===== config.mk =====
export PLATFORM = sky130hd
export DESIGN_NAME = vec_mul
export DESIGN_NICKNAME = d
export VERILOG_FILES = /design/src/vec_pkg.sv /design/src/vec_mul.sv
export VERILOG_INCLUDE_DIRS = /design/src /design/src/include
export SDC_FILE = /design/constraint.sdc
export NUM_CORES = 2
export LEC_CHECK = 0
export ABC_AREA = 1
export BUFFER_PORTS_ARGS = -buffer_cell sky130_fd_sc_hd__buf_4
export CORE_UTILIZATION = 57
export CTS_CLUSTER_SIZE = 20
export DETAILED_ROUTE_END_ITERATION = 8
export PLACE_DENSITY = 0.79
export SLEW_MARGIN = 10
export SYNTH_ARGS = -nofsm -noshare
export SYNTH_HDL_FRONTEND = slang
export SYNTH_SLANG_ARGS = --single-unit

===== constraint.sdc =====
create_clock -name clk -period 5.6 [get_ports clk]
set_input_delay 0.56 -clock clk [delete_from_list [all_inputs] [get_ports clk]]
set_output_delay 0.56 -clock clk [all_outputs]
set_load 0.005 [all_outputs]

===== src/include/vec_defs.svh =====
`ifndef VEC_DEFS_SVH
`define VEC_DEFS_SVH

// Command intake
`define ISSUE_LANE 4
`define CQ_DEPTH 8

// Vector register file geometry
`define VLEN 128
`define NUM_VREG 32
`define VREG_IDX_W 5

// funct6 encodings of the supported OPIVV/OPIVX instructions
`define FUNCT6_VADD 6'b000000
`define FUNCT6_VSUB 6'b000010
`define FUNCT6_VMUL 6'b100101

// Operand forms
`define FUNCT3_OPIVV 3'b000
`define FUNCT3_OPIVX 3'b100

`define MUL_STAGES 3

`endif


===== src/vec_pkg.sv =====
`include "vec_defs.svh"

package vec_pkg;

    // Element width as programmed in vtype
    typedef enum logic {
        SEW8  = 1'b0,
        SEW16 = 1'b1
    } sew_e;

    // One command from the scalar core
    typedef struct packed {
        logic [31:0] insn;
        logic [31:0] scalar;
        sew_e        sew;
    } rvv_cmd_t;

    // A register word seen as bytes or as halfwords
    typedef union packed {
        logic [`VLEN/8-1:0][7:0]   b;
        logic [`VLEN/16-1:0][15:0] h;
    } vreg_data_u;

    // Operation sent to the ALU or the multiplier
    typedef struct packed {
        logic [5:0]            funct6;
        sew_e                  sew;
        logic [`VREG_IDX_W-1:0] vd;
        vreg_data_u            opa;
        // Already broadcast for the .vx forms
        vreg_data_u            opb;
    } exec_uop_t;

    // Register write request
    typedef struct packed {
        logic [`VREG_IDX_W-1:0] vd;
        vreg_data_u            data;
    } wb_req_t;

endpackage


===== src/vec_mul.sv =====
`include "vec_defs.svh"

module vec_mul
    import vec_pkg::*;
(
    input  logic      clk,
    input  logic      rst_n,
    input  logic      issue,
    input  exec_uop_t uop,
    output logic      req,
    output wb_req_t   req_data
);

    // Stage 0 holds operands
    logic                    s0_valid;
    exec_uop_t               s0_uop;
    vreg_data_u              prod;

    // Stages 1 and up hold products
    logic    [`MUL_STAGES-1:1] pv;
    wb_req_t                   pd [`MUL_STAGES-1:1];

    // Low sew bits of each element product
    always_comb begin
        if (s0_uop.sew == SEW16) begin
            for (int i = 0; i < `VLEN / 16; i++) begin
                prod.h[i] = s0_uop.opa.h[i] * s0_uop.opb.h[i];
            end
        end else begin
            for (int i = 0; i < `VLEN / 8; i++) begin
                prod.b[i] = s0_uop.opa.b[i] * s0_uop.opb.b[i];
            end
        end
    end

    always_ff @(posedge clk or negedge rst_n) begin
        if (!rst_n) begin
            s0_valid <= 1'b0;
            pv       <= '0;
        end else begin
            s0_valid <= issue;
            pv       <= {pv[`MUL_STAGES-2:1], s0_valid};
        end
    end

    always_ff @(posedge clk) begin
        if (issue) begin
            s0_uop <= uop;
        end
        pd[1].vd   <= s0_uop.vd;
        pd[1].data <= prod;
        for (int k = 2; k < `MUL_STAGES; k++) begin
            pd[k] <= pd[k-1];
        end
    end

    // Never stalls, so the request lands MUL_STAGES cycles after issue
    assign req      = pv[`MUL_STAGES-1];
    assign req_data = pd[`MUL_STAGES-1];

endmodule


==> metrics.txt <==
syn_nets=around 9,400; GRT Total Usage=28.1%; Post-Synthesis Cells=7,641; Avg Cell Area, Syn=slightly above 8 µm²; YS warnings=0; proportion of layout cells with a drive suffix above 1=between 10% and 20%; Port Buffer Count=a little under 400; Site Rows=120; chip height=roughly 330 µm; Async SR Flop Fraction=less than 1%; Via Count=between 40,000 and 50,000; DRT Wirelength=~150,000 µm; internal power=20.0 mW; setup violators final=0; crit-path leading delay family=adder cells; area share of the leading cell type in the synthesized netlist=a little over a quarter; M1 GR Usage=between 30% and 40%; Final Slew Violations=0; Die X=roughly 330 µm; Worst Setup End Kind=register; DR iter-0 viols=around 3,500; largest cells by area after synthesis=fa_1, inv_1, ha_1, edfxtp_1, nand2_1; LEAKAGE=roughly 42 nW; most used routing layer=met2; DP Cell Count=9,315; CTS tree=done; Max-Cap Viols=0; Yosys top cell by area=fa_1; met2 Use GR=around 48%; Crit path required time=between 6 and 7 ns; Sequential Power Share=between 10% and 20%; # DRC=0; Synth Flop Type=dfxtp_1; GPL Wtd Cong=0.935; register area share after synthesis=between 20% and 30%; clk buf depth=3; clk root buf=clkbuf_16; Post-DRT Antenna Nets=0; number of global-route vias before repair=roughly 51,000; Final Skew=0.0369 ns; power share of the combinational group=between 70 and 80%; largest net degree at the start of global routing=93; crit path time final=5.42 ns; register bit total from synthesis=531; CORE AREA=approximately 0.11 mm²; Psw=between 15 and 20 mW; Hold WC Path Type=in2reg; Die Area=0.110 mm²; antenna violations before repair=25; Slew @ Worst Pin=around 0.93 ns; synthesized area=0.0621 mm²; kind of critical path=reg2reg; Num CTS Buffers=60; total gr overflow=0; Fin. Hold Viols=0; top fanout value on the critical path=8; first-pass GRT wire length=249,000 µm; Worst setup SP type=register; fin crit share=between 90% and 100%; Clk network pwr share=between 10 and 15%; Worst slew margin=38.3%; CP max stage cell=edfxtp_1; Clock Pin Slew Worst Setup and Hold Paths=around 0.07 ns; Initial Util=57.8%; TritonCTS Sinks=531; EDFF count, synth=~260; sw frac=50.0%; htree depth=2; hpwl dp=122,000 µm; RSZ-0062 raised after global routing=yes; Synth cell types=between 50 and 60; worst path buffer plus inverter count=4; DRT Pass-1 Iters=8; final net count=a little under 10,000; cell chain of the critical path=nand2_1, fa_1, fa_1, fa_1, inv_1, fa_1, fa_1, inv_1, fa_1, inv_1, ha_1, a21o_1, a221oi_2, nand3_1, inv_1, nand3_1, nand3_1, nand2_1; Post-Layout Cell Count=9,609; Max stage delay on crit path=0.58 ns; area grow syn2layout=13.4%; cell mode on critical path=fa_1; Ports=slightly above 400; Power per Cell Area=around 570 mW/mm²; vias per cell=slightly above 5; Max Fclk=approximately 0.18 GHz; Power, Total=39.9 mW; Global Route met3 Usage=approximately 5%; routed len/inst=16.0 µm; Peak VDD IR=around 0.70 mV; Worst EP arrival=~6 ns; status=finished clean; worst-skew pair later-pin latency=0.68 ns
-- stage by stage --
stage | hold WS, ns | TNS [ns] | utilization [%] | area, µm² | worst slack (ns)
floorplan | 0.264 | 0 | - | 62100 | 0.368
global placement | 0.310 | 0 | 62.1 | 66800 | 0.170
detailed placement | 0.312 | 0 | 62.1 | 66800 | 0.0499
CTS | 0.00483 | 0 | 64.1 | 68900 | 0.0169
global route | 0.0301 | -0.171 | 65.5 | 70400 | -0.0576
finish | 0.0529 | 0 | 65.5 | 70400 | 0.183
-- sequential cells by signal, summed over array words and instances, names as in the netlist --
signal and cells:
s0_uop 262, s0_valid 1, pv 2, pd 266
-- what timing repair did --
action / CTS / global route
buffers inserted: 0 / 166
hold buffers: 1 / 0
setup endpoints to repair: 0 / 27
endpoints found under the hold margin: 3 / 0
resized for setup: 0 / 30
-- worst reg2reg max path: stages, from the launching register on --
cell and delay, ns:
edfxtp_1 0.58, nand2_1 0.15, fa_1 0.54, fa_1 0.52, fa_1 0.52, inv_1 0.06, fa_1 0.50, fa_1 0.52
inv_1 0.06, fa_1 0.47, inv_1 0.04, ha_1 0.33, a21o_1 0.20, a221oi_2 0.25, nand3_1 0.19, inv_1 0.10
nand3_1 0.08, nand3_1 0.12, nand2_1 0.06
-- path summary, 6_finish.rpt --
path                       slack [ns]    endpoint  depth (start not counted)  startpoint
max                              0.18   pd[1][95]                         18  s0_uop[81]
min                              0.05  s0_uop[85]                          1     uop[85]
max reg2reg                      0.18   pd[1][95]                         18  s0_uop[81]
min reg2reg                      0.32   pd[2][41]                          0   pd[1][41]
max in group asynchronous        5.27    s0_valid                          2       rst_n
min in group asynchronous        0.24       pv[1]                          2       rst_n
-- cells by family (layout without fill, tap and decap cells) --
| logic type | Yosys count | count (layout) | share of synthesized area [%] |
|---|---|---|---|
| compound gates | 309 | 309 | 2.77 |
| xor+xnor | 338 | 338 | 4.84 |
| fa+ha+maj | 1472 | 1472 | 39.7 |
| buf+inv | 2538 | 3090 | 15.7 |
| flops | 531 | 531 | 21.4 |
| mux | 3 | 3 | 0.0524 |
| other cells | 0 | 13 | 0 |
| simple gates | 2450 | 2450 | 15.6 |
-- cell usage in the layout (no fill, tap or decap), types with 11 or more instances in the layout --
cell type  count
nand3b_1      32
o21bai_1      12
xnor2_1      143
clkbuf_16     64
a31oi_1       16
fa_1         831
nand4_1       14
edfxtp_1     262
xor2_1       189
buf_4        706
o21ai_0      103
nand3_1      193
inv_6         11
nand2_1     2085
diode_2       13
inv_1       2257
ha_1         633
o22ai_1       15
dfxtp_1      266
a21oi_1      117
nor2_1        88
-- area by class of cell --
type	instances	area [µm²]
multi-input combinational	4572	39200
fill	8526	37100
sequential	531	13300
inverter	2259	8480
timing repair buffer	717	5490
tap	1403	1760
clock buffer	71	1630
clock inverter	43	523
antenna	13	32.5
-- synthesized netlist by cell type (3+ instances only) --
library cell  instances
nand4_1              14
a21boi_0              3
nand2_1            2089
o2111ai_1             5
ha_1                640
xnor2_2               5
a211oi_1              3
clkbuf_1            158
o21ba_2               4
buf_2                70
xor2_1              189
o21ai_1               5
a21oi_1             119
or2_2                 7
edfxtp_1            262
xnor2_1             143
clkbuf_2             22
o21ai_0             108
dfrtp_1               3
nor2_1               90
fa_1                832
inv_1              2257
buf_1                 5
buf_4                18
a31oi_1              16
dfxtp_1             266
a21o_1                9
o22ai_1              15
nand3b_1             32
or2_1                 6
nand3_1             193
nor3_1               11
buf_6                 6
o21bai_1             12
-- layer usage --
metal	part of all wire, %	vias to the layer above	routed length [µm]
met2	48	1929	74400
met3	8.2	437	12600
met5	0.089	-	137
met1	39	23600	59900
met4	4.5	20	6880
li1	-	23100	-
-- power by group through the flow --
stage | Combinational (mW) | Sequential, mW | Clock (mW)
after floorplan | 21.2 | 5.59 | 0
after global placement | 27.3 | 6.09 | 0
after detailed placement | 28.4 | 6.09 | 0
after CTS | 28.6 | 6.03 | 4.42
after global routing | 34.2 | 6.03 | 4.55
final | 29.7 | 5.95 | 4.31
(Power assumes the default switching activity.)
