<file path="src/include/vec_defs.svh">
`ifndef VEC_DEFS_SVH
`define VEC_DEFS_SVH

// Command intake
`define ISSUE_LANE 4
`define CQ_DEPTH 8

// Vector register file geometry
`define VLEN 128
`define NUM_VREG 32
`define VREG_IDX_W 5

// funct6 encodings of the supported OPIVV/OPIVX instructions
`define FUNCT6_VADD 6'b000000
`define FUNCT6_VSUB 6'b000010
`define FUNCT6_VMUL 6'b100101

// Operand forms
`define FUNCT3_OPIVV 3'b000
`define FUNCT3_OPIVX 3'b100

`define MUL_STAGES 3

`endif

</file>
<file path="src/vec_pkg.sv">
`include "vec_defs.svh"

package vec_pkg;

    // Element width as programmed in vtype
    typedef enum logic {
        SEW8  = 1'b0,
        SEW16 = 1'b1
    } sew_e;

    // One command from the scalar core
    typedef struct packed {
        logic [31:0] insn;
        logic [31:0] scalar;
        sew_e        sew;
    } rvv_cmd_t;

    // A register word seen as bytes or as halfwords
    typedef union packed {
        logic [`VLEN/8-1:0][7:0]   b;
        logic [`VLEN/16-1:0][15:0] h;
    } vreg_data_u;

    // Operation sent to the ALU or the multiplier
    typedef struct packed {
        logic [5:0]            funct6;
        sew_e                  sew;
        logic [`VREG_IDX_W-1:0] vd;
        vreg_data_u            opa;
        // Already broadcast for the .vx forms
        vreg_data_u            opb;
    } exec_uop_t;

    // Register write request
    typedef struct packed {
        logic [`VREG_IDX_W-1:0] vd;
        vreg_data_u            data;
    } wb_req_t;

endpackage

</file>
<file path="src/cmd_queue.sv">
`include "vec_defs.svh"

module cmd_queue
    import vec_pkg::*;
(
    input  logic                           clk,
    input  logic                           rst_n,
    input  logic     [`ISSUE_LANE-1:0]     push_valid,
    input  rvv_cmd_t [`ISSUE_LANE-1:0]     push_cmd,
    output logic     [`ISSUE_LANE-1:0]     push_ready,
    input  logic                           pop,
    output rvv_cmd_t                       head,
    output logic                           empty
);

    localparam int PTR_W = $clog2(`CQ_DEPTH);
    localparam int CNT_W = $clog2(`CQ_DEPTH + 1);

    rvv_cmd_t               mem [`CQ_DEPTH];
    logic [PTR_W-1:0]       wptr;
    logic [PTR_W-1:0]       rptr;
    logic [CNT_W-1:0]       count;
    logic [CNT_W-1:0]       free_slots;
    logic [CNT_W-1:0]       n_push;
    logic [`ISSUE_LANE-1:0] accepted;

    function automatic logic [PTR_W-1:0] ptr_add(input logic [PTR_W-1:0] p,
                                                  input int unsigned n);
        int unsigned s;
        s = p + n;
        if (s >= `CQ_DEPTH) begin
            s = s - `CQ_DEPTH;
        end
        return PTR_W'(s);
    endfunction

    assign free_slots = CNT_W'(`CQ_DEPTH) - count;

    // Lane k needs k+1 free entries
    always_comb begin
        for (int k = 0; k < `ISSUE_LANE; k++) begin
            push_ready[k] = (free_slots > k);
        end
    end

    assign accepted = push_valid & push_ready;

    // Length of the accepted run starting at lane 0
    always_comb begin
        n_push = '0;
        for (int k = 0; k < `ISSUE_LANE; k++) begin
            if (accepted[k] && n_push == k) begin
                n_push = CNT_W'(k + 1);
            end
        end
    end

    always_ff @(posedge clk) begin
        for (int k = 0; k < `ISSUE_LANE; k++) begin
            if (k < n_push) begin
                mem[ptr_add(wptr, k)] <= push_cmd[k];
            end
        end
    end

    always_ff @(posedge clk or negedge rst_n) begin
        if (!rst_n) begin
            wptr  <= '0;
            rptr  <= '0;
            count <= '0;
        end else begin
            wptr  <= ptr_add(wptr, n_push);
            if (pop) begin
                rptr <= ptr_add(rptr, 1);
            end
            count <= count + n_push - CNT_W'(pop);
        end
    end

    assign head  = mem[rptr];
    assign empty = (count == '0);

    // Source must present its valids as a run from lane 0
    a_push_contiguous: assert property (@(posedge clk) disable iff (!rst_n)
        ((accepted + 1'b1) & accepted) == '0)
        else $error("command queue push pattern not contiguous: %b", $sampled(accepted));

    a_pop_not_empty: assert property (@(posedge clk) disable iff (!rst_n)
        pop |-> !empty)
        else $error("command queue popped while empty");

endmodule

</file>
<file path="config.mk">
export PLATFORM = sky130hd
export DESIGN_NAME = cmd_queue
export DESIGN_NICKNAME = d
export VERILOG_FILES = /design/src/vec_pkg.sv /design/src/cmd_queue.sv
export VERILOG_INCLUDE_DIRS = /design/src /design/src/include
export SDC_FILE = /design/constraint.sdc
export NUM_CORES = 2
export LEC_CHECK = 0
export BUFFER_PORTS_ARGS = -buffer_cell sky130_fd_sc_hd__buf_2
export CAP_MARGIN = 10
export CORE_MARGIN = 1.5
export CORE_UTILIZATION = 45
export CTS_BUF_LIST = sky130_fd_sc_hd__clkbuf_4 sky130_fd_sc_hd__clkbuf_8 sky130_fd_sc_hd__clkbuf_16
export DETAILED_ROUTE_END_ITERATION = 8
export PLACE_DENSITY = 0.67
export SYNTH_ARGS = -nofsm -noshare
export SYNTH_HDL_FRONTEND = slang
export SYNTH_SLANG_ARGS = --single-unit
</file>
<file path="constraint.sdc">
create_clock -name clk -period 11.7 [get_ports clk]
set_input_delay 1.17 -clock clk [delete_from_list [all_inputs] [get_ports clk]]
set_output_delay 1.17 -clock clk [all_outputs]
set_load 0.005 [all_outputs]
</file>
==> results.ini <==
[synthesis]
synthTopCellsByCount=edfxtp_1, mux2i_1, a21oi_1, o22ai_1, clkbuf_1
synth.top_cells.by_area=edfxtp_1, mux2i_1, mux4_2
synthesis.nets=3345
seq_area_frac_synth_pct=45.8
synth_top_area_share_pct=45.1
syn_area_per_cell_um2=11.3
synth_seq_cells=530
synth_warnings=0
syn_inst=3062
synth_cell_types=57
ys.flop_type=edfxtp_1
synth-async-reset-ratio_pct=1.89
synth_edf_count=520
yosysTopAreaCell=edfxtp_1
netlist_area_um2=34700

[grt]
antenna_found_initial=50
overflow=0
grt_pass1_vias=29072
busiest_layer=met2
grt_pass1_wl_um=193000
grtUsageMet2_pct=51.0
use_met3_pct=8.66
grt_max_degree=105
grt_util_met1_pct=42.7
grt_usage_pct=33.2

[detailed_routing]
via_count=29388
post_drt_wl_per_cell_um=32.9
vias_per_cell=7.19
drc=0
wl_um=134000
ant_nets=0
firstDrtPassIters=8
drt-initial-drc-count=4914

[sta]
max_slew_margin_pct=9.37
hold_ws_ns=0.399
finalSetupTns_ns=0
finalHoldViolCount=0
rsz0062_at_grt=false
fmax_ghz=0.189
setup_viol=0
layout_min_cycle_time_ns=5.30
fin_crit_sh_pct=45.3
slew_violations=0
skew_ns=0.0251
worstMarginPinSlew_ns=1.35

[power]
power.internal_mw=5.29
combPwrFrac_pct=41.9
p_sw_share_pct=36.8
p_leak_nw=15.8
p_total_mw=8.37
p_sw_mw=3.08
clockPowerShare_pct=21.1
power_frac_seq_pct=37.0
power_density_nw_per_um2=222
vdd_drop_max_v=0.000192

[cts]
cts_hold_buf=0
numCtsBuffers=57
clk_path_buf_depth=3
clk_latency_ns=0.63
cts_tree=done
clkTransAtPathRegs_ns=0.06
htree_levels=2
ctsResizeCount=0
post_cts_buffers=0
clock-sinks=530
root_buffer=clkbuf_16

[setup_path]
critPathKind=register to output port
arrival_ns=4.13
critical_path.max_fanout=53
crit_slowest_cell=buf_4
worst-r2r-cell-count=9
max_stage_delay_ns=0.87
crit_path_cell_trace=buf_4 -> buf_4 -> mux4_2 -> mux2_2 -> buf_2
crit_required_ns=10.53
crit_top_cell=buf_4
r2r_setup_slack_ns=6.52
start_kind=register
worstReg2RegStart=count[0]$_DFF_PN0_
reg2reg_to=mem[7][18]$_DFFE_PP_
end_kind=output port

[die]
io_pins=337
initial_core_util_pct=45.6
dieHeight_um=281
coreArea_um2=76100
placementRows=101
dieArea_um2=78700
dieWidth_um=281

[placed_design]
port_buffers=336
place_area_um2=35900
gp_congestion=0.862
hpwlAfterDp_um=74000

[flow_run]
cap_violations=0

[worst_hold_path]
min_path_type=primary input to asynchronous set/reset pin

[status]
run_status=completed

[layout]
num-fill-cells=6743
syn_to_final_growth_pct=8.83
fin_nets=3251
design_area_um2=37700
drive_gt1_share_pct=24.3

[area by class of cell]
cell class              instances  area (um^2)  area share (%)
multi-input cells            1976        16500            43.9
clock buffers                  73         1580            4.19
flip-flops and latches        530        15900            42.1
clock inverters                23          151           0.401
repair buffers                391         2110            5.59
diodes                         50          125           0.332
well taps                    1030         1290            3.42
inverters                      12         45.0           0.119
[stage by stage]
| step | instances | setup slack [ns] | util [%] |
|---|---|---|---|
| 2_1_floorplan | 3062 | 6.43 | - |
| 3_3_place_gp | 3939 | 6.90 | 47.1 |
| 3_5_place_dp | 3939 | 6.69 | 47.1 |
| 4_1_cts | 4035 | 6.47 | 49.4 |
| 5_1_grt | 4065 | 6.41 | 49.5 |
| 6_report | 4085 | 6.40 | 49.6 |
[flip-flops by register name (all words and copies together) (netlist names)]
signal	count
mem	520
wptr	3
rptr	3
count	4
[worst max-delay path, delay by kind of cell, from the launching register on]
| family | cells | cell delay (ns) |
|---|---|---|
| DFF | 1 | 0.80 |
| buffers and inverters | 3 | 1.85 |
| muxes | 2 | 0.75 |
[worst max path at each step]
stage | slack [ns] | endpoint | startpoint
2_1_floorplan | 6.43 | mem[2][0]$_DFFE_PP_ | count[0]$_DFF_PN0_
3_3_place_gp | 6.90 | mem[7][8]$_DFFE_PP_ | count[0]$_DFF_PN0_
3_5_place_dp | 6.69 | mem[7][8]$_DFFE_PP_ | count[0]$_DFF_PN0_
4_1_cts | 6.47 | head[0] | rptr[1]$_DFFE_PN0P_
5_1_grt | 6.41 | mem[7][22]$_DFFE_PP_ | count[1]$_DFF_PN0_
6_report | 6.40 | head[20] | rptr[1]$_DFFE_PN0P_
[power by group through the flow]
stage               logic [mW]  clock network, mW  registers (mW)
floorplan                 2.35                  0            3.04
finish                    3.51               1.77            3.10
global placement          3.38                  0            3.10
detailed placement        3.44                  0            3.13
global route              3.66               1.83            3.14
CTS                       3.46               1.76            3.09
[cells in the final DEF (no fill, tap or decap), drive strengths merged, types with 4 or more instances in the layout]
| cell type | count |
|---|---|
| and2 | 10 |
| inv | 12 |
| clkbuf | 73 |
| nand3 | 10 |
| nand4 | 9 |
| nor2 | 99 |
| mux2 | 66 |
| xnor2 | 5 |
| nand2 | 10 |
| dfrtp | 10 |
| nor3 | 93 |
| a211oi | 89 |
| clkinv | 21 |
| mux4 | 130 |
| diode | 50 |
| nand2b | 4 |
| or3 | 13 |
| xor2 | 6 |
| a21oi | 432 |
| nor3b | 4 |
| mux2i | 520 |
| ha | 14 |
| edfxtp | 520 |
| o2111ai | 9 |
| buf | 391 |
| o22ai | 431 |
[layer usage]
layer	vias up	wire (um)
met1	14281	48200
li1	11847	-
met4	20	7040
met3	532	18100
met2	2708	60900
met5	-	134
[logic make-up after synthesis]
logic type,count (synthesis),share of synthesized area (%)
AO/OA/AOI/OAI,971,16.6
multiplexers,716,25.6
buffers and inverters,556,7.36
flip-flops,530,45.8
AND/OR/NAND/NOR,262,3.74
adder cells (fa/ha/maj),16,0.621
XOR/XNOR,11,0.321
Power figures use the tool's default switching activity.
