`config.mk`:
```
export PLATFORM = sky130hd
export DESIGN_NAME = wb_arbiter
export DESIGN_NICKNAME = d
export VERILOG_FILES = /design/src/vec_pkg.sv /design/src/wb_arbiter.sv
export VERILOG_INCLUDE_DIRS = /design/src /design/src/include
export SDC_FILE = /design/constraint.sdc
export NUM_CORES = 1
export LEC_CHECK = 0
export ABC_AREA = 0
export BUFFER_PORTS_ARGS = -buffer_cell sky130_fd_sc_hd__buf_2
export CORE_AREA = 2 2 156 158
export DETAILED_ROUTE_END_ITERATION = 10
export DIE_AREA = 0 0 158 160
export SLEW_MARGIN = 0
export SYNTH_ARGS = -nofsm -noshare
export SYNTH_HDL_FRONTEND = slang
export SYNTH_SLANG_ARGS = --single-unit
```
`constraint.sdc`:
```
create_clock -name vclk -period 1.1
set_clock_uncertainty 0.1 [all_clocks]
set_input_delay 0.055 -clock vclk [all_inputs]
set_output_delay 0.055 -clock vclk [all_outputs]
set_load 0.01 [all_outputs]
```
`src/include/vec_defs.svh`:
```
`ifndef VEC_DEFS_SVH
`define VEC_DEFS_SVH

// Command intake
`define ISSUE_LANE 4
`define CQ_DEPTH 8

// Vector register file geometry
`define VLEN 128
`define NUM_VREG 32
`define VREG_IDX_W 5

// funct6 encodings of the supported OPIVV/OPIVX instructions
`define FUNCT6_VADD 6'b000000
`define FUNCT6_VSUB 6'b000010
`define FUNCT6_VMUL 6'b100101

// Operand forms
`define FUNCT3_OPIVV 3'b000
`define FUNCT3_OPIVX 3'b100

`define MUL_STAGES 3

`endif

```
`src/vec_pkg.sv`:
```
`include "vec_defs.svh"

package vec_pkg;

    // Element width as programmed in vtype
    typedef enum logic {
        SEW8  = 1'b0,
        SEW16 = 1'b1
    } sew_e;

    // One command from the scalar core
    typedef struct packed {
        logic [31:0] insn;
        logic [31:0] scalar;
        sew_e        sew;
    } rvv_cmd_t;

    // A register word seen as bytes or as halfwords
    typedef union packed {
        logic [`VLEN/8-1:0][7:0]   b;
        logic [`VLEN/16-1:0][15:0] h;
    } vreg_data_u;

    // Operation sent to the ALU or the multiplier
    typedef struct packed {
        logic [5:0]            funct6;
        sew_e                  sew;
        logic [`VREG_IDX_W-1:0] vd;
        vreg_data_u            opa;
        // Already broadcast for the .vx forms
        vreg_data_u            opb;
    } exec_uop_t;

    // Register write request
    typedef struct packed {
        logic [`VREG_IDX_W-1:0] vd;
        vreg_data_u            data;
    } wb_req_t;

endpackage

```
`src/wb_arbiter.sv`:
```
`include "vec_defs.svh"

module wb_arbiter
    import vec_pkg::*;
(
    input  logic    alu_req,
    input  logic    mul_req,
    input  wb_req_t alu_data,
    input  wb_req_t mul_data,
    output logic    alu_gnt,
    output logic    wb_valid,
    output wb_req_t wb
);

    logic mul_gnt;

    // Multiplier has no stall path so it always wins
    assign mul_gnt  = mul_req;
    assign alu_gnt  = alu_req && !mul_req;
    assign wb_valid = mul_gnt || alu_gnt;

    always_comb begin
        if (mul_gnt) begin
            wb = mul_data;
        end else begin
            wb = alu_data;
        end
    end

endmodule

```
==> flow_summary.json, run 1 <==
{
  "fin_total_pwr_w": 0.002461,
  "cp-end-kind": "primary output",
  "crit_path_start_kind": "primary input",
  "layout.nets": 847,
  "arrival_ns": 0.98,
  "yosys_warnings": 0,
  "die_w_um": 158,
  "synth-seq-area-share_pct": 0,
  "area_delta_synth_final_pct": 200.1,
  "setup_viol": 28,
  "hold_path.class": "in2out",
  "worstSetupEndpoint": "wb[93]",
  "hold_depth": 3,
  "drt_wl_total_um": 14600,
  "dpl.hpwl_um": 11630,
  "antenna_found_initial": 3,
  "status": "finished with violations",
  "critPathSlowestCell": "mux2_4",
  "die_h_um": 160,
  "synthTopCellsByArea": "mux2_2 (53%), mux2_4 (40%), buf_6 (4.4%), buf_2 (2.2%), nor2b_1 (0.35%)",
  "syn_area_um2": 1809,
  "gr-total-overflow": 0,
  "path_class": "in2out",
  "hold_buffers": 0,
  "maxCapViolations": 0,
  "routedWlPerCell_um": 16.15,
  "synth_top_area_cell": "mux2_2",
  "violations": "negative setup slack",
  "seq_cells": 0,
  "final.setup.tns_ns": -0.4117,
  "ff_latch_area_um2": 0,
  "io_pins": 403,
  "drive_gt1_share_pct": 99.83,
  "worst_pin_slew_ns": 0.1291,
  "grt_pass1_vias": 3069,
  "vdd_ir_drop_max_mv": 0.2084,
  "clock_buffers": 0,
  "grt_pass1_wl_um": 16520,
  "post-route-period-util_pct": 103.0,
  "port_buffers": 403,
  "cellLeakagePower_nw": 2.994,
  "grt_use_total_pct": 8.588,
  "core_area_um2": 23820,
  "critPathMaxFanout": 7,
  "syn-num-nets": 418,
  "post-route-worst-setup-slack_ns": -0.03259,
  "layout_min_cycle_time_ns": 1.133,
  "fmax_mhz": 882.9,
  "finalInstanceArea_um2": 5430,
  "via_count": 3103,
  "critPathMaxStageDelay_ns": 0.30,
  "synthCells": 150,
  "via_per_inst": 3.433,
  "hold_viol_final": 0,
  "num_rows": 57,
  "place_congestion": 0.8932,
  "grt_max_degree": 25,
  "slew_violations": 0,
  "placed_area_um2": 4402,
  "first_iter_violations": 64,
  "synth.distinct_cells": 6,
  "ant_nets": 0,
  "start_util_pct": 7.595,
  "cp.required_ns": 0.94,
  "rsz0062_at_grt": "yes",
  "synth_top_area_share_pct": 52.90,
  "nFillCells": 2640,
  "firstDrtPassIters": 4,
  "die_area_um2": 25280,
  "slew-limit-headroom_pct": 91.40,
  "syn_area_per_cell_um2": 12.06,
  "power.density_nw_per_um2": 453.1,
  "cp-startpoint": "mul_req",
  "crit_chain": "buf_16 > clkbuf_16 > buf_12 > mux2_4 > buf_2",
  "drc": 0,
  "preCtsSetupSlack_ns": -0.03852
}
-- area by class of cell --
class | instances | area (um^2) | share of cell area [%]
timing repair buffer | 442 | 3162 | 58.23
multi-input combinational | 135 | 1856 | 34.17
antenna | 3 | 7.507 | 0.1382
tap | 324 | 405.4 | 7.465
-- routing by layer --
metal	part of all wire (%)	wire length (um)	up-vias	global-route usage (%)
li1	-	-	1437	-
met1	36	5260	1410	8.522
met2	52	7634	244	17.41
met3	9.7	1417	12	1.818
met4	2.0	286	0	2.457
met5	0	0	-	0
-- cell usage in the layout, fill, tap and decap left out, types with 2 or more instances in the layout --
| cell | n |
|---|---|
| buf_12 | 3 |
| buf_16 | 2 |
| buf_2 | 316 |
| buf_4 | 5 |
| buf_6 | 97 |
| buf_8 | 14 |
| clkbuf_16 | 5 |
| diode_2 | 3 |
| mux2_2 | 41 |
| mux2_4 | 92 |
-- power breakdown --
part / switching, W / internal, W / total, W
combinational: 0.000901 / 0.00156 / 0.00246
clock: 0 / 0.000000000366 / 0.000000000366
sequential: 0 / 0 / 0
-- cell families after synthesis --
logic type	after synthesis	share of synthesized area, %
buffers and inverters	15	6.570
and+or+nand+nor	2	0.6920
muxes	133	92.74
-- per-stage QoR --
step	hold slack (ns)	std cells	util (%)
after global routing	0.3160	903	22.79
after CTS	0.3095	895	18.86
after detailed placement	0.3179	893	18.48
final	0.3065	904	22.80
after global placement	0.3184	893	18.48
after floorplan	0.1144	150	-
-- synthesized netlist by cell type --
library cell  count
buf_2             8
buf_6             7
mux2_2           85
mux2_4           48
nor2b_1           1
or2_2             1
-- worst min-delay path by stage --
| stage | from | endpoint | slack, ns |
|---|---|---|---|
| floorplan | alu_req | wb_valid | 0.11 |
| global placement | alu_data[15] | wb[15] | 0.32 |
| detailed placement | mul_data[42] | wb[42] | 0.32 |
| CTS | mul_data[123] | wb[123] | 0.31 |
| global route | alu_data[108] | wb[108] | 0.32 |
| finish | mul_data[100] | wb[100] | 0.31 |
-- what timing repair did --
item / 4_1_cts / 5_1_grt
buffers inserted: 2 / 0
gates cloned: 0 / 6
gates resized for setup: 13 / 171
setup endpoints to repair: 39 / 66
hold endpoints to repair: 0 / 0
-- critical path: cells and delay by family --
family                 cells  cell delay, ns
buffers and inverters      4            0.61
muxes                      1            0.30
(Power assumes the default switching activity.)
==> run 2: changes to the inputs <==
BUFFER_PORTS_ARGS = -buffer_cell sky130_fd_sc_hd__clkbuf_2   (was -buffer_cell sky130_fd_sc_hd__buf_2)
==> run 2 against run 1 <==
The run now ends clean. Via count is 5.1% lower. Worst hold slack better by 0.017 ns. Sequential share of layout area stayed put. Final area is 20% lower. Power is 25% lower. Final cell count is 3.0% lower. Global-route usage is 0.39 points higher. Sequential cell count stayed put. Setup slack better by 0.065 ns. Clock-buffer cell count stayed put. Non-clock buffer count is 24 lower. Critical path depth is 1 lower. Critical endpoint is now wb[65]. Largest cell class unchanged.
==> flow_summary.json, run 2 (synthesis gave the netlist of run 1 again) <==
{
  "cp-end-kind": "primary output",
  "power.density_nw_per_um2": 427.8,
  "core_area_um2": 23820,
  "die_w_um": 158,
  "clock_buffers": 0,
  "firstDrtPassIters": 4,
  "via_per_inst": 3.358,
  "crit_path_start_kind": "primary input",
  "final.setup.tns_ns": 0,
  "start_util_pct": 7.595,
  "via_count": 2945,
  "post-route-worst-setup-slack_ns": 0.03219,
  "port_buffers": 403,
  "worst_pin_slew_ns": 0.1770,
  "setup_viol": 0,
  "io_pins": 403,
  "first_iter_violations": 80,
  "maxCapViolations": 0,
  "slew-limit-headroom_pct": 88.20,
  "path_class": "in2out",
  "diodes": 0,
  "cellLeakagePower_nw": 2.535,
  "dpl.hpwl_um": 11690,
  "rsz0062_at_grt": "yes",
  "preCtsSetupSlack_ns": -0.07997,
  "grt_pass1_vias": 2949,
  "slew_violations": 0,
  "multiInputGateArea_um2": 1709,
  "ff_latch_area_um2": 0,
  "fmax_mhz": 936.5,
  "cp.required_ns": 0.94,
  "post-route-period-util_pct": 97.07,
  "drc": 0,
  "grt_use_total_pct": 8.981,
  "cts_setup_buffers": 0,
  "vdd_ir_drop_max_mv": 0.1416,
  "final_util_pct": 18.21,
  "layout.nets": 823,
  "final_cell_mix": "clkbuf_2 (402), mux2_2 (80), mux2_4 (53)",
  "hold_path.class": "in2out",
  "antenna_found_initial": 1,
  "hold_buffers": 0,
  "seq_cells": 0,
  "drt_wl_total_um": 12780,
  "grt_pass1_wl_um": 17080,
  "drive_gt1_share_pct": 99.82,
  "nFillCells": 2728,
  "place_congestion": 0.8566,
  "num_rows": 57,
  "layout_min_cycle_time_ns": 1.068,
  "critPathMaxFanout": 25,
  "die_h_um": 160,
  "grt_max_degree": 26,
  "area_delta_synth_final_pct": 139.8,
  "hold_viol_final": 0,
  "die_area_um2": 25280,
  "status": "complete, no violations",
  "gr-total-overflow": 0,
  "ant_nets": 0,
  "arrival_ns": 0.91,
  "layout_commonest_cell": "clkbuf_2",
  "routedWlPerCell_um": 14.57
}
==> run 2: cell count changes in the layout (fill, tap and decap cells not counted), moves of 4 or more <==
cell,change
mux2_2,+39
buf_6,-94
clkbuf_16,-5
buf_2,-316
buf_8,-14
mux2_4,-39
clkbuf_2,+402
buf_4,+4
==> run 2: final timing paths <==
kind	from	endpoint	slack, ns	cells after the start
max	mul_req	wb[65]	0.03	4
min	alu_data[116]	wb[116]	0.32	3
==> run 2: what timing repair did <==
item                                    CTS  global route
endpoints found under the setup margin   92            23
pin swaps                                 0             0
cloned                                    1             0
gates resized for setup                   9             5
endpoints found under the hold margin     0             0
==> run 2: where the power goes <==
| part | leakage (nW) | switching [W] | internal [W] |
|---|---|---|---|
| sequential | 0 | 0 | 0 |
| clock | 0 | 0 | 0 |
| combinational | 2.54 | 0.000771 | 0.00108 |
| total | 2.54 | 0.000771 | 0.00108 |
==> run 2: stage by stage <==
step	cell area, um^2	hold slack [ns]	power, W	instances
2_1_floorplan	1809	0.1144	0.0008627	150
3_5_place_dp	4249	0.3244	0.001823	876
5_1_grt	4338	0.3362	0.001997	877
4_1_cts	4319	0.3245	0.001869	877
3_3_place_gp	4249	0.3238	0.001820	876
6_report	4338	0.3240	0.001856	877
==> run 2: final cells by class <==
cell class	instances	area share (%)
Timing Repair Buffer	418	51.25
Tap cell	324	9.345
Multi-Input combinational cell	135	39.40
==> run 2: worst max-delay path, cell delays in order <==
cell and delay [ns]:
buf_16 0.15, buf_16 0.21, mux2_2 0.35, clkbuf_2 0.13
==> run 2: routing by layer <==
layer,share of wire (%),global-route usage (%),vias to the layer above
met5,0,0,-
met4,1.1,0.7371,0
met3,11,1.438,6
met2,52,18.66,246
met1,36,9.557,1316
li1,-,-,1377
==> run 3: changes to the inputs <==
CORE_AREA = 2 2 159 161   (was 2 2 156 158)
DIE_AREA = 0 0 161 163   (was 0 0 158 160)
clock period = 1.3 ns   (was 1.1 ns; I/O delays follow)
==> run 3 against run 2 <==
Power is 18% lower. Global-route usage is 1.5 points lower. Final cell count increased by 0.91%. Final area shrank 1.5%. Die area grew 3.8%. Largest power group unchanged. Highest routed layer is now met5.
==> flow_summary.json, run 3 (synthesis gave the netlist of run 1 again) <==
{
  "setup_viol": 0,
  "io_pins": 403,
  "arrival_ns": 1.04,
  "routed.top_layer": "met5",
  "clock_buffers": 0,
  "wl_met2_um": 5775,
  "final_cell_mix": "clkbuf_2 (402), mux2_2 (85), mux2_4 (48)",
  "hold_depth": 3,
  "critPathSlowestCell": "mux2_2",
  "fin_total_pwr_w": 0.001518,
  "ff_latch_area_um2": 0,
  "core_area_um2": 24670,
  "ant_nets": 0,
  "status": "complete, no violations",
  "routedWlPerCell_um": 12.95,
  "dpl.hpwl_um": 10710,
  "final.setup.tns_ns": 0,
  "grt_pass1_wl_um": 15160,
  "drive_gt1_share_pct": 99.82,
  "hold_viol_final": 0,
  "cp-end-kind": "primary output",
  "slew_violations": 0,
  "wl_met1_um": 4393,
  "die_h_um": 163,
  "layout.nets": 824,
  "via_count": 2845,
  "die_area_um2": 26240,
  "power.density_nw_per_um2": 355.1,
  "gr-total-overflow": 0,
  "place_congestion": 0.8276,
  "multiInputGateArea_um2": 1690,
  "layout_commonest_cell": "clkbuf_2",
  "routed-wl-met3_um": 1274,
  "die_w_um": 161,
  "post-route-period-util_pct": 92.70,
  "grt_max_degree": 23,
  "layout_min_cycle_time_ns": 1.205,
  "critPathMaxFanout": 22,
  "rsz0062_at_grt": "no",
  "drc": 0,
  "area_delta_synth_final_pct": 136.2,
  "antenna_found_initial": 2,
  "critPathMaxStageDelay_ns": 0.35,
  "nFillCells": 2805,
  "vdd_ir_drop_max_mv": 0.1399,
  "grt_pass1_vias": 2696,
  "fmax_mhz": 829.8,
  "via_per_inst": 3.215,
  "cellLeakagePower_nw": 2.494,
  "maxCapViolations": 0,
  "grt_use_total_pct": 7.492,
  "first_iter_violations": 61,
  "cts_resized": 0,
  "hold_path.class": "in2out",
  "port_buffers": 403,
  "drt_wl_total_um": 11460,
  "worst_pin_slew_ns": 0.2577,
  "num_rows": 58,
  "seq_cells": 0,
  "crit_chain": "buf_6 > buf_12 > mux2_2 > clkbuf_2",
  "slew-limit-headroom_pct": 82.82,
  "hold_buffers": 0,
  "cp.required_ns": 1.13,
  "crit_path_start_kind": "primary input",
  "path_class": "in2out",
  "firstDrtPassIters": 4,
  "start_util_pct": 7.333,
  "cts_setup_buffers": 0
}
==> run 3: where the power goes <==
part / internal, W / switching [W]
logic: 0.000891 / 0.000626
clock network: 0.000000000103 / 0
registers: 0 / 0
==> run 3: cell type report <==
type / instances / area share [%]
Multi-Input combinational cell: 135 / 39.55
Tap cell: 330 / 9.660
Antenna cell: 1 / 0.05855
Timing Repair Buffer: 419 / 50.73
==> run 3: stage by stage <==
step                      hold WS [ns]  setup WS [ns]  cells  area, um^2  util [%]
after floorplan                 0.1344         0.3512    150        1809         -
final                           0.3392        0.09489    885        4274     17.32
after global routing            0.3531        0.01444    884        4272     17.31
after detailed placement        0.3430        0.03693    884        4272     17.31
after global placement          0.3396        0.03075    884        4272     17.31
after CTS                       0.3438        0.03450    884        4272     17.31
==> run 3: worst paths after layout <==
path	start	to	slack (ns)
worst max-delay path	mul_req	wb[0]	0.09
worst min-delay path	alu_req	wb_valid	0.34
==> run 3: worst max-delay path, delay by kind of cell <==
family,cells,cell delay (ns)
mux,1,0.35
buf+inv,3,0.60
==> run 3: layer usage <==
layer  GRT usage (%)  up-vias
li1                -     1379
met1           8.892     1232
met2           14.38      230
met3           1.884        2
met4               0        2
met5               0        -
