===== config.mk =====
export PLATFORM = sky130hd
export DESIGN_NAME = vec_alu
export DESIGN_NICKNAME = d
export VERILOG_FILES = /design/src/vec_pkg.sv /design/src/vec_alu.sv
export VERILOG_INCLUDE_DIRS = /design/src /design/src/include
export SDC_FILE = /design/constraint.sdc
export NUM_CORES = 1
export LEC_CHECK = 0
export BUFFER_PORTS_ARGS = -buffer_cell sky130_fd_sc_hd__buf_2
export CAP_MARGIN = 20
export CORE_MARGIN = 3
export CORE_UTILIZATION = 46
export CTS_BUF_LIST = sky130_fd_sc_hd__clkbuf_8 sky130_fd_sc_hd__clkbuf_16
export DETAILED_ROUTE_END_ITERATION = 7
export PLACE_DENSITY = 0.71
export SYNTH_ARGS = -nofsm -noshare
export SYNTH_HDL_FRONTEND = slang
export SYNTH_SLANG_ARGS = --single-unit

===== constraint.sdc =====
create_clock -name clk -period 1.7 [get_ports clk]
set_clock_uncertainty 0.05 [all_clocks]
set_input_delay 0.17 -clock clk [delete_from_list [all_inputs] [get_ports clk]]
set_output_delay 0.17 -clock clk [all_outputs]
set_load 0.01 [all_outputs]

===== src/include/vec_defs.svh =====
`ifndef VEC_DEFS_SVH
`define VEC_DEFS_SVH

// Command intake
`define ISSUE_LANE 4
`define CQ_DEPTH 8

// Vector register file geometry
`define VLEN 128
`define NUM_VREG 32
`define VREG_IDX_W 5

// funct6 encodings of the supported OPIVV/OPIVX instructions
`define FUNCT6_VADD 6'b000000
`define FUNCT6_VSUB 6'b000010
`define FUNCT6_VMUL 6'b100101

// Operand forms
`define FUNCT3_OPIVV 3'b000
`define FUNCT3_OPIVX 3'b100

`define MUL_STAGES 3

`endif


===== src/vec_pkg.sv =====
`include "vec_defs.svh"

package vec_pkg;

    // Element width as programmed in vtype
    typedef enum logic {
        SEW8  = 1'b0,
        SEW16 = 1'b1
    } sew_e;

    // One command from the scalar core
    typedef struct packed {
        logic [31:0] insn;
        logic [31:0] scalar;
        sew_e        sew;
    } rvv_cmd_t;

    // A register word seen as bytes or as halfwords
    typedef union packed {
        logic [`VLEN/8-1:0][7:0]   b;
        logic [`VLEN/16-1:0][15:0] h;
    } vreg_data_u;

    // Operation sent to the ALU or the multiplier
    typedef struct packed {
        logic [5:0]            funct6;
        sew_e                  sew;
        logic [`VREG_IDX_W-1:0] vd;
        vreg_data_u            opa;
        // Already broadcast for the .vx forms
        vreg_data_u            opb;
    } exec_uop_t;

    // Register write request
    typedef struct packed {
        logic [`VREG_IDX_W-1:0] vd;
        vreg_data_u            data;
    } wb_req_t;

endpackage


===== src/vec_alu.sv =====
`include "vec_defs.svh"

module vec_alu
    import vec_pkg::*;
(
    input  logic      clk,
    input  logic      rst_n,
    input  logic      issue,
    input  exec_uop_t uop,
    output logic      req,
    output wb_req_t   req_data,
    input  logic      gnt,
    output logic      busy
);

    logic       is_sub;
    vreg_data_u result;
    logic       res_valid;
    wb_req_t    res;

    assign is_sub = (uop.funct6 == `FUNCT6_VSUB);

    // vd = vs2 +/- vs1, wrapping per element
    always_comb begin
        if (uop.sew == SEW16) begin
            for (int i = 0; i < `VLEN / 16; i++) begin
                result.h[i] = is_sub ? uop.opa.h[i] - uop.opb.h[i]
                                     : uop.opa.h[i] + uop.opb.h[i];
            end
        end else begin
            for (int i = 0; i < `VLEN / 8; i++) begin
                result.b[i] = is_sub ? uop.opa.b[i] - uop.opb.b[i]
                                     : uop.opa.b[i] + uop.opb.b[i];
            end
        end
    end

    always_ff @(posedge clk or negedge rst_n) begin
        if (!rst_n) begin
            res_valid <= 1'b0;
        end else if (issue) begin
            res_valid <= 1'b1;
        end else if (gnt) begin
            res_valid <= 1'b0;
        end
    end

    always_ff @(posedge clk) begin
        if (issue) begin
            res.vd   <= uop.vd;
            res.data <= result;
        end
    end

    assign req      = res_valid;
    assign req_data = res;
    // Held result blocks the next ALU issue
    assign busy     = res_valid && !gnt;

endmodule


==> flow_summary.json, run 1 <==
{
  "finalHoldViolCount": 0,
  "hold_depth": 3,
  "rsz0062_at_grt": "true",
  "dpl.cell_count": 3117,
  "worst_slack_ps": -1350,
  "cts-root-buf": "clkbuf_16",
  "grt_pass1_vias": 18060,
  "status": "finished with violations",
  "port_buffers": 406,
  "cts_buffers": 17,
  "netlist_instances": 1734,
  "finalMaxSlewViolations": 0,
  "vias_per_cell": 5.566,
  "synth_area_um2": 15310,
  "synth_cell_types": 65,
  "critPathArrivalTime_ps": 3200,
  "fp.dieW_um": 188.4,
  "drive_gt1_frac": 0.5080,
  "track_usage": 0.3073,
  "worstRegToRegCells": 2,
  "path_class": "primary input to flip-flop",
  "tns_ps": -100980,
  "clock_latency_ps": 450,
  "io_pins": 407,
  "hold_slack_ps": 74.76,
  "fin_crit_sh": 1.794,
  "coreArea_um2": 32700,
  "layout.cells.most_common": "buf_4",
  "critPathCaptureType": "flip-flop",
  "gp_congestion": 0.9723,
  "critPathLaunchType": "primary input",
  "drt_iter0_drc": 1303,
  "min_period_ps": 3050,
  "hpwl_um": 42510,
  "r2r_end": "req",
  "rrSetupSlack_ps": 740,
  "die_height_um": 188.4,
  "first_pass_iters": 5,
  "path_clk_slew_ps": 70,
  "synth_nets": 2214,
  "layout-area-overhead-vs-synth_pct": 68.19,
  "wirelength_um": 64180,
  "grt_max_degree": 43,
  "maxSlewHeadroom": 0.6666,
  "synthMuxAreaShare": 0.02493,
  "synth_edf_count": 133,
  "power_density_nw_per_um2": 692.7,
  "synthTopCellsByArea": "edfxtp_1 (26%), ha_1 (16%), xnor2_1 (10%)",
  "yosys.area_share.simple": 0.1323,
  "hold_start": "uop[79]",
  "critPathRequiredTime_ps": 1850,
  "synth_flop_cell": "edfxtp_1",
  "synth-seq-cells": 134,
  "hp-class": "primary input to flip-flop",
  "cts_tree": "yes",
  "drt.antenna.violating_nets": 0,
  "synth_fa_ha_area_frac": 0.1779,
  "dieArea_um2": 35500,
  "synthArstFlopShare": 0.007463,
  "hold_path_end": "req_data[79]",
  "violations": "negative setup slack",
  "synth_warnings": 0,
  "rows": 66,
  "seq_area_frac_synth": 0.2626,
  "p_leak_nw": 12.36,
  "clockBufferDepth": 2,
  "wire_per_inst_um": 19.76,
  "clock_sink_count": 134,
  "start_util": 0.4681,
  "grt_overflow_total": 0,
  "max-cap-violations": 0,
  "nNetsFinal": 3268,
  "fmax_mhz": 327.9,
  "syn_avg_cell_area_um2": 8.827,
  "synth_top_area_share": 0.2609,
  "antenna_found_initial": 10,
  "synth-xor-area-share": 0.1740,
  "dp_slack_ps": -1845,
  "fin_cells": 3248,
  "vdd.ir_drop.worst_v": 0.0007086,
  "setup_viol": 116,
  "route.detailed.drc": 0,
  "final_util": 0.7872,
  "tightest_slew_ps": 493.7,
  "most-common-layout-cells": "buf_4 (590), buf_2 (402), ha_1 (170)",
  "vias": 18080,
  "synth_top_family_by_area": "compound AO/OA/AOI/OAI gates",
  "reg2reg_from": "req",
  "cp_max_fo": 5,
  "yosysTopAreaCell": "edfxtp_1",
  "grt_pass1_wl_um": 88110,
  "htreeDepth": 4,
  "synth_compound_area_frac": 0.1909
}
-- synthesized netlist by cell type (3+ instances only) --
library cell,n
a31o_2,4
o21ai_1,16
a21oi_1,179
buf_1,7
nand4_1,7
o22ai_1,5
nand2_1,97
o21ai_0,87
mux2i_1,28
a211oi_1,11
nor2_1,155
mux2_2,9
nor2b_1,21
nand2b_1,21
o31ai_1,18
o31a_1,4
a311oi_1,4
clkbuf_1,29
or4_1,4
nand3_1,13
xor2_1,125
fa_1,16
or3_1,19
nor3b_1,7
o211ai_1,10
or2_2,7
o41ai_2,3
ha_1,192
inv_1,110
a31oi_1,27
o21bai_1,11
edfxtp_1,133
and2_1,6
and3_1,12
xnor2_1,179
o21a_1,24
nor3_1,33
a2111oi_0,4
a211o_1,5
buf_2,5
a21o_1,55
a221oi_1,3
-- state kept, by name (all words and copies together), names as in the netlist --
signal / cells
req: 1
req_data: 133
-- power breakdown --
| part | total, mW | switching [mW] | internal, mW |
|---|---|---|---|
| sequential | 4.59 | 0.162 | 4.43 |
| clock | 3.82 | 1.66 | 2.16 |
| combinational | 9.42 | 4.68 | 4.74 |
| total | 17.8 | 6.50 | 11.3 |
-- critical path: stages --
cell     delay (ps)
buf_6           100
nor4_4          300
and3b_4         310
buf_12          150
buf_12          120
buf_6           100
nor2_4           30
xnor2_2         300
ha_4            200
buf_4           130
a21oi_2          50
o21ai_1         270
a21o_1          230
a31o_1          220
a21oi_2          80
buf_4           130
a311o_1         300
-- timing repair --
item                                    in CTS  in global routing
gates cloned                                 7                  0
hold buffers                                 7                  0
setup buffers                               47                 52
hold endpoints to repair                     6                  0
endpoints found under the setup margin     114                115
resized for setup                          167                204
pin swaps                                  119                154
-- worst max path at each step --
| stage | startpoint | slack, ps | to | depth (start not counted) |
|---|---|---|---|---|
| after floorplan | uop[266] | -1470 | req_data[14] | 16 |
| after global placement | uop[266] | -1660 | req_data[127] | 17 |
| after detailed placement | uop[266] | -1840 | req_data[127] | 17 |
| after CTS | uop[266] | -1150 | req_data[14] | 16 |
| after global routing | uop[264] | -1440 | req_data[28] | 17 |
| final | uop[264] | -1350 | req_data[14] | 17 |
-- logic make-up after synthesis --
kind of cell,count (synthesis)
DFF,134
and+or+nand+nor,421
adders and majority gates,208
AOI/OAI and AO/OA,479
xor gates and xnor gates,304
muxes,37
buffers and inverters,151
-- layer usage --
| layer | track usage | vias to the layer above | routed length [um] |
|---|---|---|---|
| li1 | - | 8335 | - |
| met1 | 0.3336 | 8496 | 23090 |
| met2 | 0.5670 | 942 | 32300 |
| met3 | 0.06902 | 294 | 4889 |
| met4 | 0.1444 | 10 | 3844 |
| met5 | 0 | - | 62 |
-- final cells by class --
class / instances / area, um^2
flip-flops and latches: 134 / 4019
multi-input cells: 1449 / 12570
well taps: 442 / 553.0
repair buffers: 1076 / 7595
inverters: 110 / 412.9
clock buffers: 17 / 425.4
clock inverters: 15 / 155.1
fillers: 1943 / 6958
diodes: 5 / 12.51
-- through the flow --
step / total power [mW] / cell area [um^2]
2_1_floorplan: 8.855 / 15930
3_3_place_gp: 12.22 / 22660
3_5_place_dp: 12.46 / 22660
4_1_cts: 16.75 / 24530
5_1_grt: 18.65 / 25740
6_report: 17.83 / 25740
Power figures use the tool's default switching activity.
==> run 2: changes to the inputs <==
--- a/config.mk
+++ b/config.mk
@@ -8,11 +8,13 @@
 export LEC_CHECK = 0
 export BUFFER_PORTS_ARGS = -buffer_cell sky130_fd_sc_hd__buf_2
 export CAP_MARGIN = 20
+export CELL_PAD_IN_SITES_DETAIL_PLACEMENT = 0
+export CELL_PAD_IN_SITES_GLOBAL_PLACEMENT = 2
 export CORE_MARGIN = 3
-export CORE_UTILIZATION = 46
+export CORE_UTILIZATION = 35
 export CTS_BUF_LIST = sky130_fd_sc_hd__clkbuf_8 sky130_fd_sc_hd__clkbuf_16
 export DETAILED_ROUTE_END_ITERATION = 7
-export PLACE_DENSITY = 0.71
+export PLACE_DENSITY = 0.89
 export SYNTH_ARGS = -nofsm -noshare
 export SYNTH_HDL_FRONTEND = slang
 export SYNTH_SLANG_ARGS = --single-unit
==> flow_summary.json, run 2 (synthesis results as in run 1) <==
{
  "finalMaxSlewViolations": 0,
  "regArea_um2": 4019,
  "cts_buffers": 17,
  "cp_max_fo": 5,
  "path_common_cell": "xnor2_1",
  "crit_buf_inv": 4,
  "grt_pass1_wl_um": 87910,
  "p_int_mw": 11.76,
  "drt.antenna.violating_nets": 0,
  "vias_per_cell": 4.991,
  "p_sw_frac": 0.3432,
  "cts_tree": "yes",
  "cts-root-buf": "clkbuf_16",
  "clock_latency_ps": 480,
  "htreeDepth": 4,
  "critPathRequiredTime_ps": 1880,
  "fillers": 3722,
  "largest_reg_flops": 133,
  "start_util": 0.3593,
  "route.detailed.drc": 0,
  "clockBufferDepth": 2,
  "rsz0062_at_grt": "true",
  "hp-class": "primary input to flip-flop",
  "tightest_slew_ps": 600.7,
  "max_stage_delay_ps": 340,
  "io_pins": 407,
  "maxSlewHeadroom": 0.5967,
  "hpwl_um": 44560,
  "hold_depth": 3,
  "layout-area-overhead-vs-synth_pct": 67.21,
  "grt_max_degree": 39,
  "wirelength_um": 56480,
  "tns_ps": -83790,
  "seq_power_share": 0.256,
  "fmax_mhz": 344.7,
  "drt_iter0_drc": 620,
  "min_period_ps": 2901,
  "setup_viol": 111,
  "crit_family": "compound AO/OA/AOI/OAI gates",
  "path_clk_slew_ps": 60,
  "cp_cell_sequence": "buf_6, nor4_4, and3b_4, buf_12, buf_16, buf_8, a21oi_1, xnor2_1, ha_1, a21o_1, a31o_4, a21oi_2, o21ai_2, o31a_1, mux2i_1, o211ai_1, xnor2_1",
  "critPathLaunchType": "primary input",
  "power_density_nw_per_um2": 699.6,
  "coreArea_um2": 42600,
  "wire_per_inst_um": 16.71,
  "vdd.ir_drop.worst_v": 0.0007110,
  "max-cap-violations": 0,
  "finalHoldViolCount": 0,
  "rows": 75,
  "nNetsFinal": 3263,
  "antenna_found_initial": 17,
  "critPathArrivalTime_ps": 3080,
  "first_pass_iters": 5,
  "worstRegToRegCells": 2,
  "grt_overflow_total": 0,
  "dieArea_um2": 46280,
  "worst_slack_ps": -1201,
  "critPathCaptureType": "flip-flop",
  "comb_power_share": 0.497,
  "p_clk_frac": 0.247,
  "fin_cells": 3381,
  "most-common-layout-cells": "buf_4 (602), buf_2 (399), ha_1 (182)",
  "gp_congestion": 0.9567,
  "fin_crit_sh": 1.706,
  "violations": "negative setup slack",
  "fp.dieW_um": 215.1,
  "layout.cells.most_common": "buf_4",
  "slowest_stage": "and3b_4",
  "p_leak_nw": 12.27,
  "grt_pass1_vias": 17480,
  "drive_gt1_frac": 0.4943,
  "port_buffers": 406,
  "path_class": "primary input to flip-flop",
  "track_usage": 0.2368,
  "die_height_um": 215.1,
  "status": "finished with violations",
  "worstSetupPathDepth": 17,
  "vias": 16880,
  "dpl.cell_count": 3277,
  "clock_sink_count": 134,
  "power_mw": 17.90,
  "power.switching_mw": 6.146,
  "multi_input_area_um2": 12290
}
## run 2: worst reg2reg max path: cells and delay by family (launching register included)
kind | cells | cell delay [ps]
DFF | 1 | 380
and+or+nand+nor | 2 | 420
## run 2: path summary, 6_finish.rpt
| kind | start | endpoint | slack (ps) |
|---|---|---|---|
| max | uop[265] | req_data[95] | -1200 |
| min | uop[79] | req_data[79] | 40 |
| max reg2reg | req | req | 740 |
| min reg2reg | req | req | 660 |
| max in group asynchronous | rst_n | req | 1030 |
| min in group asynchronous | rst_n | req | 470 |
## run 2: final cells by class
cell class	instances	area share
Tap cell	577	0.02821
Clock inverter	15	0.009729
Antenna cell	8	0.0007822
Inverter	110	0.01613
Timing Repair Buffer	1071	0.2913
Multi-Input combinational cell	1449	0.4802
Sequential cell	134	0.1570
Clock buffer	17	0.01662
## run 2: timing repair
item | CTS | global route
endpoints found under the hold margin | 9 | 0
gates cloned | 4 | 0
setup buffers | 44 | 21
gates resized for setup | 179 | 112
hold buffers | 12 | 0
endpoints found under the setup margin | 109 | 112
pin swaps | 120 | 118
## run 2: metal layers
layer | wire length (um) | global-route usage
met1 | 22900 | 0.2681
met2 | 28880 | 0.4314
met3 | 2863 | 0.05381
met4 | 1730 | 0.09231
met5 | 110 | 0
## run 2: stage by stage
| stage | utilization | cell area (um^2) | hold slack, ps | worst slack, ps |
|---|---|---|---|---|
| 6_report | 0.6007 | 25590 | 37.93 | -1201 |
| 5_1_grt | 0.6007 | 25590 | 13.90 | -1288 |
| 4_1_cts | 0.5880 | 25050 | 6.073 | -1135 |
| 3_5_place_dp | 0.5408 | 23040 | -103.4 | -1734 |
| 3_3_place_gp | 0.5408 | 23040 | -104.0 | -1691 |
| 2_1_floorplan | - | 15930 | -175.6 | -1474 |
## run 2: power by group through the flow
| stage | logic [mW] | registers, mW | clock network [mW] |
|---|---|---|---|
| floorplan | 3.89 | 4.97 | 0 |
| global placement | 7.75 | 4.65 | 0 |
| detailed placement | 7.92 | 4.65 | 0 |
| CTS | 8.56 | 4.60 | 4.55 |
| global route | 9.64 | 4.64 | 4.66 |
| finish | 8.90 | 4.59 | 4.42 |
==> run 3: changes to the inputs <==
--- a/config.mk
+++ b/config.mk
@@ -6,13 +6,14 @@
 export SDC_FILE = /design/constraint.sdc
 export NUM_CORES = 1
 export LEC_CHECK = 0
+export ABC_AREA = 1
 export BUFFER_PORTS_ARGS = -buffer_cell sky130_fd_sc_hd__buf_2
 export CAP_MARGIN = 20
 export CELL_PAD_IN_SITES_DETAIL_PLACEMENT = 0
 export CELL_PAD_IN_SITES_GLOBAL_PLACEMENT = 2
 export CORE_MARGIN = 3
-export CORE_UTILIZATION = 35
-export CTS_BUF_LIST = sky130_fd_sc_hd__clkbuf_8 sky130_fd_sc_hd__clkbuf_16
+export CORE_UTILIZATION = 33
+export CTS_BUF_LIST = sky130_fd_sc_hd__clkbuf_8
 export DETAILED_ROUTE_END_ITERATION = 7
 export PLACE_DENSITY = 0.89
 export SYNTH_ARGS = -nofsm -noshare
==> flow_summary.json, run 3 <==
{
  "yosysTopAreaCell": "edfxtp_1",
  "largest_reg_flops": 133,
  "worst_slack_ps": -483.0,
  "hold_depth": 4,
  "drt_iter0_drc": 919,
  "hold_start": "uop[136]",
  "yosysMostFrequentCell": "nand2_1",
  "tightest_slew_ps": 418.4,
  "synth_compound_area_frac": 0.1205,
  "io_pins": 407,
  "synth_flop_cell": "edfxtp_1",
  "synth_area_um2": 17360,
  "synth_nets": 3016,
  "layout-area-overhead-vs-synth_pct": 71.37,
  "cts_tree": "yes",
  "synth_fa_ha_area_frac": 0.1569,
  "cp_max_fo": 5,
  "hold_path_end": "req_data[8]",
  "synth_cell_types": 37,
  "rsz0062_at_grt": "true",
  "r2r_end": "req",
  "synth_edf_count": 133,
  "max-cap-violations": 0,
  "power_density_nw_per_um2": 594.3,
  "cts_buffers": 17,
  "fmax_mhz": 458.1,
  "critPathLaunchType": "primary input",
  "path_class": "primary input to flip-flop",
  "vias": 21100,
  "port_buffers": 406,
  "synthTopCellsByArea": "edfxtp_1 (23%), nand2_1 (16%), ha_1 (14%)",
  "route.detailed.drc": 0,
  "synth_commonest_cells": "nand2_1 (754), inv_1 (308), nand3_1 (216)",
  "vias_per_cell": 4.877,
  "critPathCaptureType": "flip-flop",
  "fp.dieW_um": 235.3,
  "vdd.ir_drop.worst_v": 0.0004451,
  "most-common-layout-cells": "buf_4 (608), nand2_1 (559), buf_2 (399)",
  "hpwl_um": 52970,
  "min_period_ps": 2183,
  "track_usage": 0.2377,
  "htreeDepth": 4,
  "clockBufferDepth": 2,
  "grt_pass1_wl_um": 106400,
  "dpl.cell_count": 4162,
  "rrSetupSlack_ps": 800,
  "nNetsFinal": 4104,
  "grt_overflow_total": 0,
  "worstRegToRegCells": 3,
  "drive_gt1_frac": 0.4927,
  "dieArea_um2": 55390,
  "status": "finished with violations",
  "cts-root-buf": "clkbuf_8",
  "clock_sink_count": 134,
  "place_area_um2": 25070,
  "final_util": 0.5752,
  "fin_crit_sh": 1.284,
  "p_leak_nw": 14.89,
  "first_pass_iters": 5,
  "final_area_um2": 29750,
  "wirelength_um": 71260,
  "grt_max_degree": 53,
  "setup_viol": 103,
  "reg2reg_from": "req",
  "yosys.area_share.simple": 0.3079,
  "maxSlewHeadroom": 0.7181,
  "hp-class": "primary input to flip-flop",
  "netlist_instances": 2536,
  "layout.cells.most_common": "buf_4",
  "tns_ps": -31760,
  "synth_top_area_share": 0.2301,
  "finalMaxSlewViolations": 0,
  "violations": "negative setup slack",
  "fillers": 4689,
  "synthArstFlopShare": 0.007463,
  "synth-seq-cells": 134,
  "syn_avg_cell_area_um2": 6.845,
  "antenna_found_initial": 14,
  "rows": 83,
  "drt.antenna.violating_nets": 0,
  "synth_warnings": 0,
  "gp_congestion": 0.9326,
  "wire_per_inst_um": 16.47,
  "synthMuxAreaShare": 0.003460,
  "grt_pass1_vias": 20980,
  "synth_top_family_by_area": "simple AND/OR/NAND/NOR gates",
  "finalHoldViolCount": 0,
  "seq_area_frac_synth": 0.2315,
  "coreArea_um2": 51720,
  "dp_slack_ps": -1294,
  "start_util": 0.3356,
  "clock_latency_ps": 560,
  "critPathRequiredTime_ps": 1970,
  "fin_cells": 4327,
  "die_height_um": 235.3,
  "critPathArrivalTime_ps": 2450,
  "path_clk_slew_ps": 100,
  "synth-xor-area-share": 0.09940
}
[run 3: area by class of cell]
| class | count | area (um^2) | area share |
|---|---|---|---|
| tap | 680 | 850.8 | 0.02860 |
| clock buffer | 17 | 234.0 | 0.007866 |
| multi-input combinational | 2052 | 15280 | 0.5137 |
| sequential | 134 | 4019 | 0.1351 |
| timing repair buffer | 1109 | 7978 | 0.2682 |
| inverter | 310 | 1179 | 0.03962 |
| antenna | 10 | 25.02 | 0.0008413 |
| clock inverter | 15 | 180.2 | 0.006057 |
[run 3: how the worst max path moves through the flow]
stage | end | slack (ps) | startpoint | cells past startpoint
final | req_data[44] | -480 | uop[267] | 18
after global routing | req_data[15] | -600 | uop[267] | 21
after CTS | req_data[93] | -370 | uop[263] | 19
after detailed placement | req_data[110] | -1290 | uop[263] | 15
after global placement | req_data[110] | -1260 | uop[263] | 15
after floorplan | req_data[127] | -630 | uop[263] | 22
[run 3: per-stage QoR]
stage	power, mW	hold WS, ps
after global routing	18.81	63.51
after CTS	16.73	6.783
after detailed placement	12.82	-99.55
after global placement	12.70	-104.7
after floorplan	8.896	-175.6
final	17.68	75.51
[run 3: what timing repair did]
item                                    CTS  global route
hold endpoints to repair                 39             0
gates cloned                              5             4
endpoints found under the setup margin   98           102
hold buffers                             28             0
buffers inserted                         42            47
pin swaps                               188           259
gates resized for setup                 344           411
[run 3: power by group]
group	internal (mW)	total, mW	switching [mW]
combinational	4.69	10.0	5.31
sequential	4.38	4.57	0.191
clock	1.36	3.11	1.74
[run 3: worst max-delay path: stages]
cell and delay, ps:
buf_6 100, nor2_4 110, nand3_4 180, inv_8 150
buf_4 130, buf_12 120, nor2_2 50, nor2_4 160
buf_6 110, buf_6 100, xor2_4 150, ha_4 250
a21oi_2 160, buf_4 120, o21a_1 130, nand3_2 90
nor2_1 90, o21ai_1 80
[run 3: cells by family (layout without fill, tap and decap cells)]
kind of cell	after synthesis	in the layout
and+or+nand+nor	1269	1269
DFF	134	134
xor gates and xnor gates	197	197
buffers and inverters	350	1451
adders and majority gates	208	208
muxes	6	6
AOI/OAI and AO/OA	372	372
other	0	10
[run 3: per-layer routing]
metal	part of all wire	vias to the layer above	track usage
met5	0.00083	-	0
met4	0.023	8	0.07706
met3	0.047	118	0.04065
met2	0.50	535	0.4200
met1	0.43	9893	0.2936
li1	-	10550	-
